**config.mk**
```make
export PLATFORM = sky130hd
export DESIGN_NAME = cart_loader_top
export DESIGN_NICKNAME = d
export VERILOG_FILES = /design/src/cart_pkg.sv /design/src/download_router.sv /design/src/rom_header_detect.sv /design/src/cheat_code_assembler.sv /design/src/ram_clear_sequencer.sv /design/src/backup_sync_ctrl.sv /design/src/cart_loader_top.sv
export SDC_FILE = /design/constraint.sdc
export NUM_CORES = 1
export LEC_CHECK = 0
export BUFFER_PORTS_ARGS = -buffer_cell sky130_fd_sc_hd__buf_4
export CAP_MARGIN = 10
export CORE_MARGIN = 5
export CORE_UTILIZATION = 35
export CTS_CLUSTER_DIAMETER = 150
export DETAILED_ROUTE_END_ITERATION = 10
export PLACE_DENSITY = 0.67
export SYNTH_ARGS = -nofsm -noshare
export SYNTH_HDL_FRONTEND = slang
export SYNTH_SLANG_ARGS = --single-unit
export TNS_END_PERCENT = 30
```
**constraint.sdc**
```tcl
create_clock -name clk_sys -period 3 [get_ports clk_sys]
set_clock_uncertainty 0.1 [all_clocks]
set_input_delay 0.6 -clock clk_sys [delete_from_list [all_inputs] [get_ports clk_sys]]
set_output_delay 0.6 -clock clk_sys [all_outputs]
set_load 0.01 [all_outputs]
```
**src/cart_pkg.sv**
```systemverilog
package cart_pkg;

	// ====================
	// Download stream
	// ====================

	// One host download beat
	typedef struct packed {
		logic        wr;
		logic [24:0] addr;
		logic [15:0] data;
	} dl_word_t;

	// Decoded download state, shared by all loaders
	typedef struct packed {
		logic cart_active;
		logic cart_start;
		logic cart_end;
		logic cart_wr;
		logic code_wr;
	} dl_ctrl_t;

	localparam logic [7:0] CART_INDEX = 8'd0;
	localparam logic [7:0] CODE_INDEX = 8'd63;

	// ====================
	// Cartridge header
	// ====================

	typedef struct packed {
		logic [7:0]  rom_type;
		logic [23:0] rom_mask;
		logic [23:0] ram_mask;
		logic        pal;
	} cart_info_t;

	typedef enum logic [2:0] {
		AUTO      = 3'd0,
		NO_HEADER = 3'd1,
		LOROM     = 3'd2,
		HIROM     = 3'd3,
		EXHIROM   = 3'd4
	} header_mode_e;

	localparam logic [24:0] COPIER_HEADER_BYTES = 25'd512;
	localparam logic [24:0] LOROM_INFO_ADDR     = 25'h0007FD6;
	localparam logic [24:0] HIROM_INFO_ADDR     = 25'h000FFD6;
	localparam logic [24:0] EXHIROM_INFO_ADDR   = 25'h040FFD6;
	// RAM size word follows the ROM size word
	localparam logic [24:0] RAM_SIZE_OFFSET     = 25'd2;
	localparam logic [3:0]  DEFAULT_ROM_SIZE    = 4'd12;

	// ====================
	// Cheats and backup
	// ====================

	typedef struct packed {
		logic [31:0] flags;
		logic [31:0] address;
		logic [31:0] compare;
		logic [31:0] replace;
	} cheat_fields_t;

	// Loaded as 16-bit words, consumed as fields
	typedef union packed {
		cheat_fields_t     f;
		logic [7:0][15:0]  w;
	} cheat_code_u;

	localparam int unsigned SECTOR_SHIFT = 9;

endpackage

```
**src/download_router.sv**
```systemverilog
`timescale 1ns/1ps

module download_router (
	input  logic                clk_sys,
	input  logic                reset,
	input  cart_pkg::dl_word_t  dl,
	input  logic [7:0]          dl_index,
	input  logic                dl_busy,
	output cart_pkg::dl_ctrl_t  ctrl,
	output cart_pkg::dl_word_t  word
);

	logic cart_sel;
	logic code_sel;

	// Index qualifies the busy level
	assign cart_sel = dl_busy && (dl_index == cart_pkg::CART_INDEX);
	assign code_sel = dl_busy && (dl_index == cart_pkg::CODE_INDEX);

	always_ff @(posedge clk_sys) begin
		if (reset) begin
			ctrl <= '0;
		end else begin
			ctrl.cart_active <= cart_sel;
			// Edges of the registered level, aligned with it
			ctrl.cart_start  <= cart_sel & ~ctrl.cart_active;
			ctrl.cart_end    <= ~cart_sel & ctrl.cart_active;
			ctrl.cart_wr     <= cart_sel & dl.wr;
			ctrl.code_wr     <= code_sel & dl.wr;
		end
	end

	// Beat copy lines up with the strobes above
	always_ff @(posedge clk_sys) begin
		word <= dl;
	end

endmodule

```
**src/rom_header_detect.sv**
```systemverilog
`timescale 1ns/1ps

module rom_header_detect (
	input  logic                   clk_sys,
	input  logic                   reset,
	input  cart_pkg::dl_ctrl_t     ctrl,
	input  cart_pkg::dl_word_t     word,
	input  cart_pkg::header_mode_e header_mode,
	input  logic [1:0]             region_sel,
	output cart_pkg::cart_info_t   info
);

	logic [3:0]  rom_size;
	logic [3:0]  ram_size;
	logic [7:0]  rom_type;
	logic        rom_region;
	logic        pal;
	logic [23:0] rom_mask;
	logic [23:0] ram_mask;
	logic        has_info;
	logic [24:0] info_addr;
	logic [24:0] rom_size_addr;
	logic [24:0] ram_size_addr;

	// ====================
	// Info block location
	// ====================

	always_comb begin
		has_info  = 1'b1;
		info_addr = cart_pkg::LOROM_INFO_ADDR;
		case (header_mode)
			cart_pkg::LOROM:   info_addr = cart_pkg::LOROM_INFO_ADDR;
			cart_pkg::HIROM:   info_addr = cart_pkg::HIROM_INFO_ADDR;
			cart_pkg::EXHIROM: info_addr = cart_pkg::EXHIROM_INFO_ADDR;
			default:           has_info  = 1'b0;
		endcase
	end

	// Download still carries the copier header
	assign rom_size_addr = info_addr + cart_pkg::COPIER_HEADER_BYTES;
	assign ram_size_addr = rom_size_addr + cart_pkg::RAM_SIZE_OFFSET;

	// ====================
	// Header capture
	// ====================

	always_ff @(posedge clk_sys) begin
		if (reset) begin
			rom_size   <= cart_pkg::DEFAULT_ROM_SIZE;
			ram_size   <= 4'd0;
			rom_type   <= 8'd0;
			rom_region <= 1'b0;
		end else if (ctrl.cart_wr) begin
			if (word.addr == 25'd0) begin
				rom_size <= cart_pkg::DEFAULT_ROM_SIZE;
				ram_size <= 4'd0;
				// Packed sizes from the loader, RAM in the upper nibble
				if (header_mode == cart_pkg::AUTO && word.data[7:0] != 8'd0) begin
					{ram_size, rom_size} <= word.data[7:0];
				end
				case (header_mode)
					cart_pkg::AUTO:    rom_type <= word.data[15:8];
					cart_pkg::HIROM:   rom_type <= 8'd1;
					cart_pkg::EXHIROM: rom_type <= 8'd2;
					default:           rom_type <= 8'd0;
				endcase
			end
			if (word.addr == 25'd2) begin
				rom_region <= word.data[8];
			end
			if (has_info && word.addr == rom_size_addr) begin
				rom_size <= word.data[11:8];
			end
			if (has_info && word.addr == ram_size_addr) begin
				ram_size <= word.data[3:0];
			end
		end
	end

	// Masks trail the size registers by one cycle
	always_ff @(posedge clk_sys) begin
		rom_mask <= (24'd1024 << rom_size) - 24'd1;
		ram_mask <= (ram_size != 4'd0) ? (24'd1024 << ram_size) - 24'd1 : 24'd0;
	end

	// Region only switches outside a download
	always_ff @(posedge clk_sys) begin
		if (reset) begin
			pal <= 1'b0;
		end else if (!ctrl.cart_active) begin
			pal <= (region_sel == 2'd0) ? rom_region : region_sel[1];
		end
	end

	assign info = '{rom_type: rom_type, rom_mask: rom_mask, ram_mask: ram_mask, pal: pal};

	a_rom_mask_set: assert property (
		@(posedge clk_sys) disable iff (reset)
		ctrl.cart_wr |-> ##2 (info.rom_mask != 24'd0)
	) else $error("rom_mask is zero after a header write");

endmodule

```
**src/cheat_code_assembler.sv**
```systemverilog
`timescale 1ns/1ps

module cheat_code_assembler (
	input  logic                  clk_sys,
	input  logic                  reset,
	input  cart_pkg::dl_ctrl_t    ctrl,
	input  cart_pkg::dl_word_t    word,
	output cart_pkg::cheat_code_u code,
	output logic                  code_valid,
	output logic                  code_clear
);

	logic [2:0] word_sel;
	logic       first_word;
	logic       last_word;

	// Offsets 0..14 map to words 6,7,4,5,2,3,0,1
	assign word_sel   = word.addr[3:1] ^ 3'd6;
	assign first_word = (word.addr[3:0] == 4'd0);
	assign last_word  = (word.addr[3:0] == 4'd14);

	// Record keeps its value until the next write
	always_ff @(posedge clk_sys) begin
		if (ctrl.code_wr) begin
			code.w[word_sel] <= word.data;
		end
	end

	always_ff @(posedge clk_sys) begin
		if (reset) begin
			code_valid <= 1'b0;
			code_clear <= 1'b0;
		end else begin
			code_valid <= ctrl.code_wr & last_word;
			// Old codes are dropped on a new cartridge or a new code list
			code_clear <= ctrl.cart_active | (ctrl.code_wr & first_word);
		end
	end

	a_valid_pulse: assert property (
		@(posedge clk_sys) disable iff (reset)
		code_valid |=> !code_valid
	) else $error("code_valid held for two cycles");

endmodule

```
**src/ram_clear_sequencer.sv**
```systemverilog
`timescale 1ns/1ps

module ram_clear_sequencer #(
	parameter int FILL_ADDR_BITS = 17
) (
	input  logic                      clk_sys,
	input  logic                      reset,
	input  cart_pkg::dl_ctrl_t        ctrl,
	input  logic [1:0]                fill_sel,
	output logic                      clearing,
	output logic                      fill_we,
	output logic [FILL_ADDR_BITS-1:0] fill_addr,
	output logic [7:0]                fill_data
);

	logic last_addr;

	assign last_addr = &fill_addr;

	// ====================
	// Address sweep
	// ====================

	always_ff @(posedge clk_sys) begin
		if (reset) begin
			clearing  <= 1'b0;
			fill_we   <= 1'b0;
			fill_addr <= '0;
		end else if (ctrl.cart_start) begin
			// Restart from zero even if a clear is still running
			clearing  <= 1'b1;
			fill_we   <= 1'b1;
			fill_addr <= '0;
		end else if (clearing) begin
			fill_addr <= fill_addr + 1'b1;
			if (last_addr) begin
				clearing <= 1'b0;
				fill_we  <= 1'b0;
			end
		end
	end

	// ====================
	// Power-on pattern
	// ====================

	always_comb begin
		case (fill_sel)
			2'd0: fill_data = (fill_addr[8] ^ fill_addr[2]) ? 8'h66 : 8'h99;
			2'd1: fill_data = (fill_addr[9] ^ fill_addr[0]) ? 8'hFF : 8'h00;
			2'd2: fill_data = 8'h55;
			default: fill_data = 8'hFF;
		endcase
	end

	a_we_in_clear: assert property (
		@(posedge clk_sys) disable iff (reset)
		fill_we |-> clearing
	) else $error("fill_we outside a clear");

endmodule

```
**src/backup_sync_ctrl.sv**
```systemverilog
`timescale 1ns/1ps

module backup_sync_ctrl (
	input  logic                 clk_sys,
	input  logic                 reset,
	input  cart_pkg::dl_ctrl_t   ctrl,
	input  cart_pkg::cart_info_t info,
	input  logic                 img_mounted,
	input  logic                 img_readonly,
	input  logic                 img_present,
	input  logic                 bk_load_req,
	input  logic                 bk_save_req,
	input  logic                 autosave,
	input  logic                 osd_open,
	input  logic                 bram_write,
	input  logic                 sd_ack,
	output logic                 sd_rd,
	output logic                 sd_wr,
	output logic [31:0]          sd_lba,
	output logic                 bk_busy,
	output logic                 bk_loading,
	output logic                 bk_pending
);

	logic        bk_ena;
	logic        load_q;
	logic        save_q;
	logic        ack_q;
	logic        start_load;
	logic        start_save;
	logic        start_op;
	logic [31:0] last_lba;

	assign last_lba = 32'(info.ram_mask) >> cart_pkg::SECTOR_SHIFT;

	// Load wins if both arrive together
	assign start_load = bk_ena & ((bk_load_req & ~load_q) | (ctrl.cart_end & img_present));
	assign start_save = bk_ena & ((bk_save_req & ~save_q) | (osd_open & autosave & bk_pending));
	assign start_op   = ~bk_busy & (start_load | start_save);

	// ====================
	// Enable and dirty flag
	// ====================

	always_ff @(posedge clk_sys) begin
		if (reset) begin
			bk_ena     <= 1'b0;
			bk_pending <= 1'b0;
			load_q     <= 1'b0;
			save_q     <= 1'b0;
		end else begin
			load_q <= bk_load_req;
			save_q <= bk_save_req;
			if (ctrl.cart_start) begin
				bk_ena <= 1'b0;
			end else if (ctrl.cart_active && img_mounted && !img_readonly) begin
				bk_ena <= |info.ram_mask;
			end
			if (start_op) begin
				bk_pending <= 1'b0;
			end
			// A write in the same cycle still marks the RAM dirty
			if (bram_write && !osd_open) begin
				bk_pending <= 1'b1;
			end
		end
	end

	// ====================
	// Sector sequencer
	// ====================

	always_ff @(posedge clk_sys) begin
		if (reset) begin
			sd_rd      <= 1'b0;
			sd_wr      <= 1'b0;
			sd_lba     <= 32'd0;
			bk_busy    <= 1'b0;
			bk_loading <= 1'b0;
			ack_q      <= 1'b0;
		end else begin
			ack_q <= sd_ack;
			// Request accepted
			if (sd_ack && !ack_q) begin
				sd_rd <= 1'b0;
				sd_wr <= 1'b0;
			end
			if (!bk_busy) begin
				if (start_op) begin
					bk_busy    <= 1'b1;
					bk_loading <= start_load;
					sd_lba     <= 32'd0;
					sd_rd      <= start_load;
					sd_wr      <= ~start_load;
				end
			end else if (ack_q && !sd_ack) begin
				// Sector done, move on or finish
				if (sd_lba >= last_lba) begin
					bk_busy    <= 1'b0;
					bk_loading <= 1'b0;
				end else begin
					sd_lba <= sd_lba + 32'd1;
					sd_rd  <= bk_loading;
					sd_wr  <= ~bk_loading;
				end
			end
		end
	end

	a_one_request: assert property (
		@(posedge clk_sys) disable iff (reset)
		!(sd_rd && sd_wr)
	) else $error("sd_rd and sd_wr both high");

endmodule

```
**src/cart_loader_top.sv**
```systemverilog
`timescale 1ns/1ps

module cart_loader_top #(
	parameter int FILL_ADDR_BITS = 17
) (
	input  logic                      clk_sys,
	input  logic                      reset,

	// Host download
	input  cart_pkg::dl_word_t        dl,
	input  logic [7:0]                dl_index,
	input  logic                      dl_busy,

	// User settings
	input  cart_pkg::header_mode_e    header_mode,
	input  logic [1:0]                region_sel,
	input  logic [1:0]                fill_sel,
	input  logic                      autosave,
	input  logic                      bk_load_req,
	input  logic                      bk_save_req,
	input  logic                      osd_open,

	// Block device and core
	input  logic                      img_mounted,
	input  logic                      img_readonly,
	input  logic                      img_present,
	input  logic                      sd_ack,
	input  logic                      bram_write,

	output cart_pkg::cart_info_t      info,
	output cart_pkg::cheat_code_u     code,
	output logic                      code_valid,
	output logic                      code_clear,
	output logic                      clearing,
	output logic                      fill_we,
	output logic [FILL_ADDR_BITS-1:0] fill_addr,
	output logic [7:0]                fill_data,
	output logic                      sd_rd,
	output logic                      sd_wr,
	output logic [31:0]               sd_lba,
	output logic                      bk_busy,
	output logic                      bk_loading,
	output logic                      bk_pending
);

	cart_pkg::dl_ctrl_t ctrl;
	cart_pkg::dl_word_t word;

	download_router u_router (
		.clk_sys (clk_sys),
		.reset   (reset),
		.dl      (dl),
		.dl_index(dl_index),
		.dl_busy (dl_busy),
		.ctrl    (ctrl),
		.word    (word)
	);

	rom_header_detect u_header (
		.clk_sys    (clk_sys),
		.reset      (reset),
		.ctrl       (ctrl),
		.word       (word),
		.header_mode(header_mode),
		.region_sel (region_sel),
		.info       (info)
	);

	cheat_code_assembler u_cheat (
		.clk_sys   (clk_sys),
		.reset     (reset),
		.ctrl      (ctrl),
		.word      (word),
		.code      (code),
		.code_valid(code_valid),
		.code_clear(code_clear)
	);

	ram_clear_sequencer #(
		.FILL_ADDR_BITS(FILL_ADDR_BITS)
	) u_clear (
		.clk_sys  (clk_sys),
		.reset    (reset),
		.ctrl     (ctrl),
		.fill_sel (fill_sel),
		.clearing (clearing),
		.fill_we  (fill_we),
		.fill_addr(fill_addr),
		.fill_data(fill_data)
	);

	backup_sync_ctrl u_backup (
		.clk_sys     (clk_sys),
		.reset       (reset),
		.ctrl        (ctrl),
		.info        (info),
		.img_mounted (img_mounted),
		.img_readonly(img_readonly),
		.img_present (img_present),
		.bk_load_req (bk_load_req),
		.bk_save_req (bk_save_req),
		.autosave    (autosave),
		.osd_open    (osd_open),
		.bram_write  (bram_write),
		.sd_ack      (sd_ack),
		.sd_rd       (sd_rd),
		.sd_wr       (sd_wr),
		.sd_lba      (sd_lba),
		.bk_busy     (bk_busy),
		.bk_loading  (bk_loading),
		.bk_pending  (bk_pending)
	);

endmodule

```
==> impl_metrics.ini <==
[timing]
setup_viol = 0
max_slew_headroom_at_the_worst_pin_pct = 49.8
rsz_0062_raised_after_global_routing = no
timing.fmax_mhz = 377
final.period_utilization_pct = 88.5
tightest_slew_ns = 0.750
layout_setup_ws_ns = 0.344
timing.final.max_slew_violations = 0
period_needed_ns = 2.66
hold_violations = 0
hold_ws_ns = 0.0441
fin_setup_tns_ns = 0

[synth]
netlist_top_cells_count = sky130_fd_sc_hd__dfxtp_1, sky130_fd_sc_hd__edfxtp_1, sky130_fd_sc_hd__nor2_1
synthMostInstantiatedCell = sky130_fd_sc_hd__dfxtp_1
synthFlopType = sky130_fd_sc_hd__dfxtp_1
ys_warn_count = 0
syn_area_cell_um2 = 12.5
synth_edf_count = 128
synth.distinct_cells = 55
synth_largest_area_cell = sky130_fd_sc_hd__edfxtp_1
synthesized_instance_count = 797
postSynthRegisterBits = 283
netlist_area_before_placement_um2 = 9980
yosys_top_cell_area_share_pct = 38.5
synth_area_leaders = sky130_fd_sc_hd__edfxtp_1, sky130_fd_sc_hd__dfxtp_1, sky130_fd_sc_hd__nor2_1
postSynth.asyncResetShare_pct = 0
ys_seq_area_share_pct = 69.6

[detailed_routing]
routed_wirelength_mm = 27.9
avgViaCountPerCell = 4.69
antenna_left = 0
first_iter_violations = 399
firstDrtPassIters = 4
route.detailed.wl_per_inst_um = 18.4
dr_total_vias = 7126
post-route-drc-count = 0

[grt]
grt_remaining_overflow = 0
grt_util_overall_pct = 16.8
pin_count_of_the_biggest_net_entering_global_routing = 38
grt_pass1_vias = 6974
grt_antenna_before_repair = 0
global_route_wire_length_before_repair_mm = 41.6

[worst_hold_path]
holdCritStartpoint = dl[2]
hold_path_class = in -> reg

[run]
maximum_capacitance_violations = 0

[cells_and_area]
layout.filler_cells = 2531
layout-area-overhead-vs-synth_pct = 36.9
n_antenna_cell = 0
drive_gt1_share_pct = 34.7
count_of_nets_after_finishing = 1207

[critical_path]
r2r_start = u_header.ram_mask[9]$_SDFF_PN0_
critical_path_required_ns = 3.38
critical-path-slowest-cell = sky130_fd_sc_hd__dfxtp_1
worstPathMaxFanout = 12
timing.critical_path.to_type = register
criticalPathCategory = reg -> reg
cp_cell_sequence = ha_1 > nor3b_1 > o21ai_0 > a311oi_1 > nand3_1 > or3_1 > a21oi_1
crit_path_start_kind = register
arrival_ns = 3.04
critical_path.startpoint = u_header.ram_mask[9]$_SDFF_PN0_
critPathMaxStageDelay_ns = 0.60

[clock_tree]
cts_root_buffer = sky130_fd_sc_hd__clkbuf_16
clk_transition_reported_paths_ns = 0.07
cts_repair_resized_insts = 0
tritoncts = done
tritoncts.num_buffers = 29
postCtsSetupRepairBufs = 0
clk_path_buf_depth = 3
clk-insertion-delay-late_ns = 0.56
cts_num_sinks = 283
cts-hold-fix-buffers = 0
h-tree-depth = 1

[pwr]
vdd_ir_drop_max_uv = 364
p_leak_nw = 5.58
switching_share_pct = 21.2
power.share.clock_pct = 45.3
power.share.combinational_pct = 2.2
power.density_cell_area_nw_per_um2 = 571
report.power.total_w = 0.00781
power.sequential.fraction_pct = 52.5
power_switching_w = 0.00166
p_int_w = 0.00615

[run_status]
outcome = finished clean

[floorplan]
io_count = 320
std_cell_rows = 61
start_util_pct = 35.7
fp.dieArea_um2 = 32000
dieHeight_um = 179
die_x_um = 179
fp.coreArea_um2 = 27900

[placed_design]
place_worst_setup_slack_ns = 0.127
place_congestion = 0.825
dp_hpwl_mm = 20.4
io_buffer_count = 309
[cells in the final DEF (no fill, tap or decap), types with 3 or more instances in the layout]
cell / instances
sky130_fd_sc_hd__dfxtp_1: 155
sky130_fd_sc_hd__conb_1: 10
sky130_fd_sc_hd__nor3b_1: 4
sky130_fd_sc_hd__clkbuf_1: 6
sky130_fd_sc_hd__nand2_1: 58
sky130_fd_sc_hd__clkinvlp_4: 3
sky130_fd_sc_hd__ha_1: 20
sky130_fd_sc_hd__nand2b_1: 12
sky130_fd_sc_hd__buf_4: 330
sky130_fd_sc_hd__and3_1: 12
sky130_fd_sc_hd__and2_1: 21
sky130_fd_sc_hd__a31oi_1: 3
sky130_fd_sc_hd__clkbuf_2: 3
sky130_fd_sc_hd__nor4_1: 15
sky130_fd_sc_hd__or3_1: 8
sky130_fd_sc_hd__nand3b_1: 5
sky130_fd_sc_hd__nor2_1: 61
sky130_fd_sc_hd__a21o_1: 4
sky130_fd_sc_hd__o211ai_1: 5
sky130_fd_sc_hd__xnor2_1: 7
sky130_fd_sc_hd__clkbuf_16: 30
sky130_fd_sc_hd__a211oi_1: 5
sky130_fd_sc_hd__nor2_2: 6
sky130_fd_sc_hd__nand4_1: 19
sky130_fd_sc_hd__nor2b_1: 9
sky130_fd_sc_hd__mux2i_1: 3
sky130_fd_sc_hd__xor2_1: 19
sky130_fd_sc_hd__a21oi_1: 31
sky130_fd_sc_hd__edfxtp_1: 128
sky130_fd_sc_hd__o21ai_0: 19
sky130_fd_sc_hd__nor3_1: 19
sky130_fd_sc_hd__and4_1: 4
sky130_fd_sc_hd__inv_1: 34
sky130_fd_sc_hd__o21a_1: 5
sky130_fd_sc_hd__nand3_1: 20
sky130_fd_sc_hd__o311a_1: 4
sky130_fd_sc_hd__nor3_2: 3
[metrics by stage]
stage	util [%]	std cells	instance area, um2
floorplan	-	806	10000
global placement	45.5	1465	12700
detailed placement	45.5	1465	12700
CTS	48.9	1519	13700
global route	48.9	1519	13700
finish	48.9	1519	13700
[kinds of logic (layout without fill, tap and decap cells)]
logic type               after synthesis  in the layout  synth area share, %
other                                  1             10               0.0376
adder cells (fa/ha/maj)               20             20                 2.51
flip-flops                           283            283                 69.6
AND/OR/NAND/NOR                      287            287                 14.8
multiplexers                           3              3                0.301
XOR/XNOR                              26             26                 2.28
AO/OA/AOI/OAI                         92             92                 6.33
buffers and inverters                 85            420                 4.10
[worst max-delay path, delay by kind of cell (launching register included)]
| family | cells | cell delay [ns] |
|---|---|---|
| adders and majority gates | 1 | 0.31 |
| AOI/OAI and AO/OA | 3 | 0.66 |
| DFF | 1 | 0.60 |
| and+or+nand+nor | 3 | 0.92 |
[per-layer routing]
metal	wire (um)	global-route usage (%)	part of all wire (%)	up-vias
li1	-	-	-	3453
met1	11800	22.0	42	3391
met2	13700	28.7	49	243
met3	1990	3.31	7.1	39
met4	515	3.90	1.8	0
met5	0	0	0	-
[path summary, 6_finish.rpt]
check                                                    endpoint  slack (ns)  cells after the start
worst max-delay path              u_backup.sd_lba[5]$_SDFFE_PP0P_        0.34                      7
worst min-delay path                     u_router.word[2]$_DFF_P_        0.04                      1
worst max register to register    u_backup.sd_lba[5]$_SDFFE_PP0P_        0.34                      7
worst min register to register  u_header.rom_type[7]$_SDFFE_PP0P_        0.35                      2
[power groups by stage]
stage	Combinational (W)	Sequential, W	Clock, W
floorplan	0.0000767	0.00417	0
global placement	0.000171	0.00418	0
finish	0.000172	0.00410	0.00353
global route	0.000188	0.00410	0.00382
detailed placement	0.000173	0.00419	0
CTS	0.000173	0.00410	0.00363
[sequential cells by signal, indices dropped and copies added (netlist names), 4 cells and up]
name and cells:
u_header.ram_size 4, u_header.rom_mask 14, u_header.rom_type 8, u_cheat.code 128
u_router.word 41, u_header.ram_mask 15, u_clear.fill_addr 17, u_backup.sd_lba 32
u_router.ctrl 5, u_header.rom_size 4
[layout make-up]
class / count / area (um2) / area share (%)
clock buffer: 41 / 810 / 5.92
clock inverter: 13 / 135 / 0.989
inverter: 36 / 135 / 0.989
multi-input combinational: 438 / 2690 / 19.7
sequential: 283 / 6950 / 50.8
tap: 378 / 473 / 3.46
timing repair buffer: 330 / 2480 / 18.1
No activity file was read; power rests on OpenSTA's default activity.
